**src/rtl/isa_pkg.sv**
```systemverilog
`default_nettype none

package isa_pkg;

  // Shift amount taken from the low bits of operand b
  localparam int SHAMT_W = 5;

  // ==============================
  // Integer ALU operations
  // ==============================
  typedef enum logic [3:0] {
    ALU_ADD  = 4'd0,
    ALU_SUB  = 4'd1,
    ALU_AND  = 4'd2,
    ALU_OR   = 4'd3,
    ALU_XOR  = 4'd4,
    ALU_SLT  = 4'd5,
    ALU_SLTU = 4'd6,
    ALU_SLL  = 4'd7,
    ALU_SRL  = 4'd8,
    ALU_SRA  = 4'd9
  } alu_op_e;

  // M extension multiply, funct3 of the R-type word
  typedef enum logic [2:0] {
    MUL    = 3'b000,
    MULH   = 3'b001,  // signed x signed
    MULHSU = 3'b010,  // signed x unsigned
    MULHU  = 3'b011   // unsigned x unsigned
  } mul_func_e;

  // Conditional branch funct3, B-type word
  typedef enum logic [2:0] {
    BR_BEQ  = 3'b000,
    BR_BNE  = 3'b001,
    BR_BLT  = 3'b100,
    BR_BGE  = 3'b101,
    BR_BLTU = 3'b110,
    BR_BGEU = 3'b111
  } br_funct3_e;

endpackage

`default_nettype wire

```
**src/rtl/exec_pkg.sv**
```systemverilog
`default_nettype none

package exec_pkg;

  // ==============================
  // Sizes of the execute block
  // ==============================
  localparam int XLEN        = 32;
  localparam int PHYS_REGS   = 128;
  localparam int ROB_DEPTH   = 64;
  localparam int MULT_STAGES = 4;   // Register stages inside the multiplier

  typedef logic [XLEN-1:0]              word_t;
  typedef logic [$clog2(PHYS_REGS)-1:0] prf_tag_t;
  typedef logic [$clog2(ROB_DEPTH)-1:0] rob_idx_t;

  // ==============================
  // Issue side requests
  // ==============================
  typedef struct packed {
    logic              valid;
    isa_pkg::alu_op_e  op;
    word_t             src1;
    word_t             src2;
    prf_tag_t          dest_tag;
    rob_idx_t          rob_idx;
  } alu_req_t;

  typedef struct packed {
    logic               valid;
    isa_pkg::mul_func_e func;
    word_t              src1;
    word_t              src2;
    prf_tag_t           dest_tag;
    rob_idx_t           rob_idx;
  } mul_req_t;

  typedef struct packed {
    logic                valid;
    logic                uncond;      // JAL or JALR
    isa_pkg::br_funct3_e funct3;
    word_t               cmp_a;
    word_t               cmp_b;
    word_t               tgt_base;    // PC, or rs1 for JALR
    word_t               tgt_off;     // Immediate
    logic                pred_taken;
    word_t               pred_pc;
    word_t               npc;
    prf_tag_t            dest_tag;
    rob_idx_t            rob_idx;
  } br_req_t;

  // Completion record, one per function unit
  typedef struct packed {
    logic     valid;
    word_t    value;
    prf_tag_t dest_tag;
    rob_idx_t rob_idx;
    logic     cond_branch;
    logic     taken;
    logic     mispred;
    logic     is_jump;
    word_t    link_value;
  } fu_resp_t;

endpackage

`default_nettype wire

```
**src/rtl/alu_core.sv**
```systemverilog
`default_nettype none

module alu_core (
  input  isa_pkg::alu_op_e op_i,
  input  exec_pkg::word_t  a_i,
  input  exec_pkg::word_t  b_i,
  output exec_pkg::word_t  result_o
);

  import isa_pkg::*;
  import exec_pkg::*;

  logic [SHAMT_W-1:0] shamt;
  logic               lt_signed;
  logic               lt_unsigned;

  assign shamt       = b_i[SHAMT_W-1:0];  // Upper bits of b ignored
  assign lt_signed   = $signed(a_i) < $signed(b_i);
  assign lt_unsigned = a_i < b_i;

  always_comb begin
    case (op_i)
      ALU_ADD:  result_o = a_i + b_i;
      ALU_SUB:  result_o = a_i - b_i;
      ALU_AND:  result_o = a_i & b_i;
      ALU_OR:   result_o = a_i | b_i;
      ALU_XOR:  result_o = a_i ^ b_i;
      ALU_SLT:  result_o = {{(XLEN-1){1'b0}}, lt_signed};
      ALU_SLTU: result_o = {{(XLEN-1){1'b0}}, lt_unsigned};
      ALU_SLL:  result_o = a_i << shamt;
      ALU_SRL:  result_o = a_i >> shamt;
      ALU_SRA:  result_o = word_t'($signed(a_i) >>> shamt);  // Sign fill
      default:  result_o = '0;
    endcase
  end

endmodule

`default_nettype wire

```
**src/rtl/mult_pipe.sv**
```systemverilog
`default_nettype none

module mult_pipe (
  input  wire logic         clock,
  input  wire logic         reset,
  input  exec_pkg::mul_req_t req_i,
  output exec_pkg::fu_resp_t resp_o
);

  import isa_pkg::*;
  import exec_pkg::*;

  localparam int PROD_W  = 2 * XLEN;
  localparam int CHUNK_W = PROD_W / MULT_STAGES;  // Multiplier bits per stage

  // One pipeline slot, operands travel with the running sum
  typedef struct packed {
    logic              valid;
    logic              hi_sel;    // Upper word wanted
    prf_tag_t          dest_tag;
    rob_idx_t          rob_idx;
    logic [PROD_W-1:0] mcand;
    logic [PROD_W-1:0] mplier;
    logic [PROD_W-1:0] acc;
  } mul_stage_t;

  mul_stage_t stage_in [MULT_STAGES];
  mul_stage_t stage_d  [MULT_STAGES];
  mul_stage_t stage_q  [MULT_STAGES];

  logic a_signed;
  logic b_signed;

  function automatic logic [PROD_W-1:0] extend(word_t w, logic sgn);
    return sgn ? {{XLEN{w[XLEN-1]}}, w} : {{XLEN{1'b0}}, w};
  endfunction

  // MUL keeps the low word, so its extension does not matter
  assign a_signed = (req_i.func == MULH) || (req_i.func == MULHSU);
  assign b_signed = (req_i.func == MULH);

  // ==============================
  // Stage inputs
  // ==============================
  always_comb begin
    stage_in[0]          = '0;
    stage_in[0].valid    = req_i.valid;
    stage_in[0].hi_sel   = (req_i.func != MUL);
    stage_in[0].dest_tag = req_i.dest_tag;
    stage_in[0].rob_idx  = req_i.rob_idx;
    stage_in[0].mcand    = extend(req_i.src1, a_signed);
    stage_in[0].mplier   = extend(req_i.src2, b_signed);
    for (int i = 1; i < MULT_STAGES; i++) begin
      stage_in[i] = stage_q[i-1];
    end
  end

  // Each stage adds one shifted partial product, all modulo 2^PROD_W
  always_comb begin
    logic [PROD_W-1:0] partial;
    for (int i = 0; i < MULT_STAGES; i++) begin
      partial = stage_in[i].mcand * PROD_W'(stage_in[i].mplier[i*CHUNK_W +: CHUNK_W]);
      stage_d[i]     = stage_in[i];
      stage_d[i].acc = stage_in[i].acc + (partial << (i * CHUNK_W));
    end
  end

  always_ff @(posedge clock) begin
    for (int i = 0; i < MULT_STAGES; i++) begin
      stage_q[i] <= stage_d[i];
    end
    if (reset) begin
      for (int i = 0; i < MULT_STAGES; i++) begin
        stage_q[i].valid <= 1'b0;
      end
    end
  end

  // ==============================
  // Response from the last stage
  // ==============================
  always_comb begin
    resp_o          = '0;  // Branch fields stay low
    resp_o.valid    = stage_q[MULT_STAGES-1].valid;
    resp_o.dest_tag = stage_q[MULT_STAGES-1].dest_tag;
    resp_o.rob_idx  = stage_q[MULT_STAGES-1].rob_idx;
    if (stage_q[MULT_STAGES-1].hi_sel) begin
      resp_o.value = stage_q[MULT_STAGES-1].acc[PROD_W-1:XLEN];
    end else begin
      resp_o.value = stage_q[MULT_STAGES-1].acc[XLEN-1:0];
    end
  end

endmodule

`default_nettype wire

```
**src/rtl/branch_resolve.sv**
```systemverilog
`default_nettype none

module branch_resolve (
  input  exec_pkg::br_req_t  req_i,
  output exec_pkg::fu_resp_t resp_o
);

  import isa_pkg::*;
  import exec_pkg::*;

  word_t target;
  logic  cond_true;
  logic  taken;
  logic  mispred;

  // Target adder, same datapath as the integer lane
  alu_core i_tgt_add (
    .op_i     (ALU_ADD),
    .a_i      (req_i.tgt_base),
    .b_i      (req_i.tgt_off),
    .result_o (target)
  );

  // ==============================
  // Condition evaluation
  // ==============================
  always_comb begin
    case (req_i.funct3)
      BR_BEQ:  cond_true = (req_i.cmp_a == req_i.cmp_b);
      BR_BNE:  cond_true = (req_i.cmp_a != req_i.cmp_b);
      BR_BLT:  cond_true = ($signed(req_i.cmp_a) <  $signed(req_i.cmp_b));
      BR_BGE:  cond_true = ($signed(req_i.cmp_a) >= $signed(req_i.cmp_b));
      BR_BLTU: cond_true = (req_i.cmp_a <  req_i.cmp_b);
      BR_BGEU: cond_true = (req_i.cmp_a >= req_i.cmp_b);
      default: cond_true = 1'b0;  // Reserved encodings fall through
    endcase
  end

  assign taken = req_i.uncond || cond_true;

  // Taken needs both direction and target right
  always_comb begin
    if (taken) begin
      mispred = !(req_i.pred_taken && (req_i.pred_pc == target));
    end else begin
      mispred = req_i.pred_taken;
    end
  end

  always_comb begin
    resp_o             = '0;
    resp_o.valid       = req_i.valid;
    resp_o.value       = target;
    resp_o.dest_tag    = req_i.dest_tag;
    resp_o.rob_idx     = req_i.rob_idx;
    resp_o.cond_branch = !req_i.uncond;
    resp_o.taken       = taken;
    resp_o.mispred     = req_i.valid && mispred;  // No flush from an idle slot
    resp_o.is_jump     = req_i.uncond;
    resp_o.link_value  = req_i.npc;               // Written to rd by JAL/JALR
  end

endmodule

`default_nettype wire

```
**src/rtl/fu_complete.sv**
```systemverilog
`default_nettype none

module fu_complete (
  input  wire logic          clock,
  input  wire logic          reset,
  input  exec_pkg::alu_req_t alu_req_i,
  input  exec_pkg::word_t    alu_result_i,
  input  exec_pkg::fu_resp_t mul_resp_i,
  input  exec_pkg::fu_resp_t br_resp_i,
  output exec_pkg::fu_resp_t alu_cmp_o,
  output exec_pkg::fu_resp_t mul_cmp_o,
  output exec_pkg::fu_resp_t br_cmp_o
);

  import exec_pkg::*;

  fu_resp_t alu_resp;

  // ==============================
  // ALU record assembly
  // ==============================
  always_comb begin
    alu_resp          = '0;
    alu_resp.valid    = alu_req_i.valid;
    alu_resp.value    = alu_result_i;
    alu_resp.dest_tag = alu_req_i.dest_tag;
    alu_resp.rob_idx  = alu_req_i.rob_idx;
  end

  // ==============================
  // Completion register
  // ==============================
  always_ff @(posedge clock) begin
    if (reset) begin
      alu_cmp_o <= '0;
      mul_cmp_o <= '0;
      br_cmp_o  <= '0;  // Also drops any pending mispred
    end else begin
      alu_cmp_o <= alu_resp;
      mul_cmp_o <= mul_resp_i;
      br_cmp_o  <= br_resp_i;
    end
  end

endmodule

`default_nettype wire

```
**src/rtl/fu_exec.sv**
```systemverilog
`default_nettype none

module fu_exec (
  input  wire logic          clock,
  input  wire logic          reset,
  input  exec_pkg::alu_req_t alu_req_i,
  input  exec_pkg::mul_req_t mul_req_i,
  input  exec_pkg::br_req_t  br_req_i,
  output exec_pkg::fu_resp_t alu_cmp_o,
  output exec_pkg::fu_resp_t mul_cmp_o,
  output exec_pkg::fu_resp_t br_cmp_o
);

  import exec_pkg::*;

  word_t    alu_result;
  fu_resp_t mul_resp;
  fu_resp_t br_resp;

  // ==============================
  // Function units
  // ==============================
  alu_core i_alu (
    .op_i     (alu_req_i.op),
    .a_i      (alu_req_i.src1),
    .b_i      (alu_req_i.src2),
    .result_o (alu_result)
  );

  mult_pipe i_mul (  // MULT_STAGES deep
    .clock  (clock),
    .reset  (reset),
    .req_i  (mul_req_i),
    .resp_o (mul_resp)
  );

  branch_resolve i_br (
    .req_i  (br_req_i),
    .resp_o (br_resp)
  );

  // Single register stage before the block boundary
  fu_complete i_cmp (
    .clock        (clock),
    .reset        (reset),
    .alu_req_i    (alu_req_i),
    .alu_result_i (alu_result),
    .mul_resp_i   (mul_resp),
    .br_resp_i    (br_resp),
    .alu_cmp_o    (alu_cmp_o),
    .mul_cmp_o    (mul_cmp_o),
    .br_cmp_o     (br_cmp_o)
  );

endmodule

`default_nettype wire

```
**config.mk**
```make
export PLATFORM = sky130hd
export DESIGN_NAME = fu_exec
export DESIGN_NICKNAME = d
export VERILOG_FILES = /design/src/rtl/isa_pkg.sv /design/src/rtl/exec_pkg.sv /design/src/rtl/alu_core.sv /design/src/rtl/mult_pipe.sv /design/src/rtl/branch_resolve.sv /design/src/rtl/fu_complete.sv /design/src/rtl/fu_exec.sv
export SDC_FILE = /design/constraint.sdc
export NUM_CORES = 2
export LEC_CHECK = 0
export BUFFER_PORTS_ARGS = -buffer_cell sky130_fd_sc_hd__buf_2
export CAP_MARGIN = 25
export CORE_AREA = 3 3 469 285
export DETAILED_ROUTE_END_ITERATION = 7
export DIE_AREA = 0 0 472 288
export PLACE_DENSITY = 0.79
export SYNTH_ARGS = -nofsm -noshare
export SYNTH_HDL_FRONTEND = slang
export SYNTH_SLANG_ARGS = --single-unit
```
**constraint.sdc**
```tcl
create_clock -name clock -period 9.7 [get_ports clock]
set_input_delay 2.91 -clock clock [delete_from_list [all_inputs] [get_ports clock]]
set_output_delay 2.91 -clock clock [all_outputs]
set_load 0.01 [all_outputs]
```
==> metrics.yaml <==
maxSlewViolCount: 0
yosysTopAreaCellShare: 0.348
post_cts_resized: 0
worstReg2RegStart: "i_mul.stage_q[0][132]"
clk_path_buf_depth: 3
relSlewSlack: 0.290
drc: 0
clkSinkCount: 590
worstHoldPathType: "reg2reg"
fin_crit_ns: 9.21
post_drt_via_cell_ratio: 5.73
die-area_um2: 136000
antenna_found_initial: 67
synth_edf_count: 0
min_from: "i_mul.stage_q[1][205]"
io_pins: 622
hold_violations: 0
setup.worst_path.start: "i_mul.stage_q[0][132]"
grt_max_degree: 99
fp.dieW_um: 472
crit_path_end_kind: "flop"
drive_gt1_frac: 0.104
wl_per_cell_um: 23.5
synth_warnings: 0
synth_ff_type: "dfxtp_1"
min_period_over_period: 0.950
place.gp.congestion: 1.04
crit_family: "adder cells"
syn_avg_cell_area_um2: 9.05
critPathLaunchType: "flop"
syn_area_um2: 73900
max-cap-violations: 0
synth_seq_area_share: 0.160
setup_viol: 0
place_hpwl_um: 206000
cts_max_level: 2
cts_root_buf: "clkbuf_16"
rows: 102
overflow: 0
synth_top_area_cell: "fa_1"
critPathMaxStageDelay_ns: 0.58
cp_slowest_cell: "dfxtp_1"
critPathMaxFanout: 14
fmax_mhz: 109
rsz0062_at_grt: "false"
reg2regPathDepth: 35
drtAntennaViolNets: 0
path_buf_inv: 6
crit_arrival_ns: 9.83
final_common_cell: "inv_1"
ys_top_cells_by_area: "fa_1 (35%), dfxtp_1 (16%), ha_1 (8.9%)"
fp.coreArea_um2: 129000
die_h_um: 288
grt_pass1_vias: 61133
path_clk_slew_ns: 0.07
port_buffers: 549
grt_use_total: 0.362
max_slew.worst_pin.slew_ns: 1.06
insertion_delay_ns: 0.70
area_growth_pct: 9.58
post_cts_buffers: 0
async_reset_ff_frac: 0
nNetsFinal: 10824
ys_types: 92
hold_path_depth: 0
crit_cells: 35
ys_seq_elements: 590
grt_pass1_wl_um: 373000
numCtsBuffers: 59
tns_ns: 0
syn_inst: 8160
skew_ns: 0.0608
drtIter0Drc: 6431
drtPass1Iterations: 8
status: "finished, final reports clean"
required_ns: 10.32
nFillCells: 10908
crit_top_cell: "fa_1"
vias: 59912
initial_utilization: 0.572
finalWirelength_um: 246000
cts_tree: "done"
worst-setup-path-type: "reg2reg"
cts_hold_buffers: 0
most-common-layout-cells: "inv_1 (1484), fa_1 (1284), nand2_1 (971)"
flip-flops by register name, indices dropped and copies added, names as in the netlist:
name	cells
i_mul.stage_q	416
i_cmp.br_cmp_o	82
i_cmp.alu_cmp_o	46
i_cmp.mul_cmp_o	46
cell type report:
| cell class | instances | area, um2 | share of cell area |
|---|---|---|---|
| clock buffer | 68 | 1550 | 0.0192 |
| sequential | 590 | 11800 | 0.146 |
| clock inverter | 44 | 519 | 0.00641 |
| multi-input combinational | 5767 | 55000 | 0.680 |
| tap | 1716 | 2150 | 0.0265 |
| timing repair buffer | 737 | 4190 | 0.0517 |
| antenna | 44 | 110 | 0.00136 |
| inverter | 1486 | 5580 | 0.0689 |
metal layers:
metal  global-route usage  up-vias  part of all wire
met4                0.133       10             0.037
met1                0.518    29505              0.42
met2                0.513     3497              0.41
met5                    0        -           0.00027
li1                     -    26463                 -
met3                0.116      437              0.13
logic make-up (layout without fill, tap and decap cells):
kind of cell / after synthesis / after routing / synth area share
AND/OR/NAND/NOR: 2192 / 2192 / 0.139
buffers and inverters: 1874 / 2335 / 0.0991
adder cells (fa/ha/maj): 1807 / 1807 / 0.437
AO/OA/AOI/OAI: 1241 / 1241 / 0.107
flip-flops: 590 / 590 / 0.160
XOR/XNOR: 333 / 333 / 0.0409
multiplexers: 122 / 122 / 0.0174
other: 1 / 116 / 0.0000508
through the flow:
stage           util  hold WS [ns]  instances  instance area [um2]  setup WS [ns]
2_1_floorplan      -         0.310       8231                74100          0.428
3_3_place_gp   0.610         0.310      10296                78800          0.152
3_5_place_dp   0.610         0.312      10296                78800         0.0289
4_1_cts        0.626         0.290      10408                80800          0.531
5_1_grt        0.627         0.309      10446                80900       0.000818
6_report       0.627         0.295      10452                80900          0.486
worst paths after layout:
path                           endpoint  slack [ns]
setup / recovery   i_mul.stage_q[1][57]        0.49
hold / removal    i_mul.stage_q[2][205]        0.29
setup reg to reg   i_mul.stage_q[1][57]        0.49
hold reg to reg   i_mul.stage_q[2][205]        0.29
cells in the mapped netlist (all sizes together) (27+ instances only):
library cell and n:
nor2 353, o21a 53, o21bai 33, a21o 138, fa 1284, and2 378, o211ai 37, dfxtp 590
nor2b 134, nand2b 42, clkbuf 281, xnor2 240, o31ai 30, nor3 86, a211oi 58, a22oi 27
mux2i 109, a21oi 347, nand4 35, buf 107, xor2 86, nand2 971, nand3 72, o21ai 283
a31oi 48, ha 523, inv 1485
Power is not shown: default switching activity piles up to over one toggle a cycle in this logic, so the estimate is an artifact.
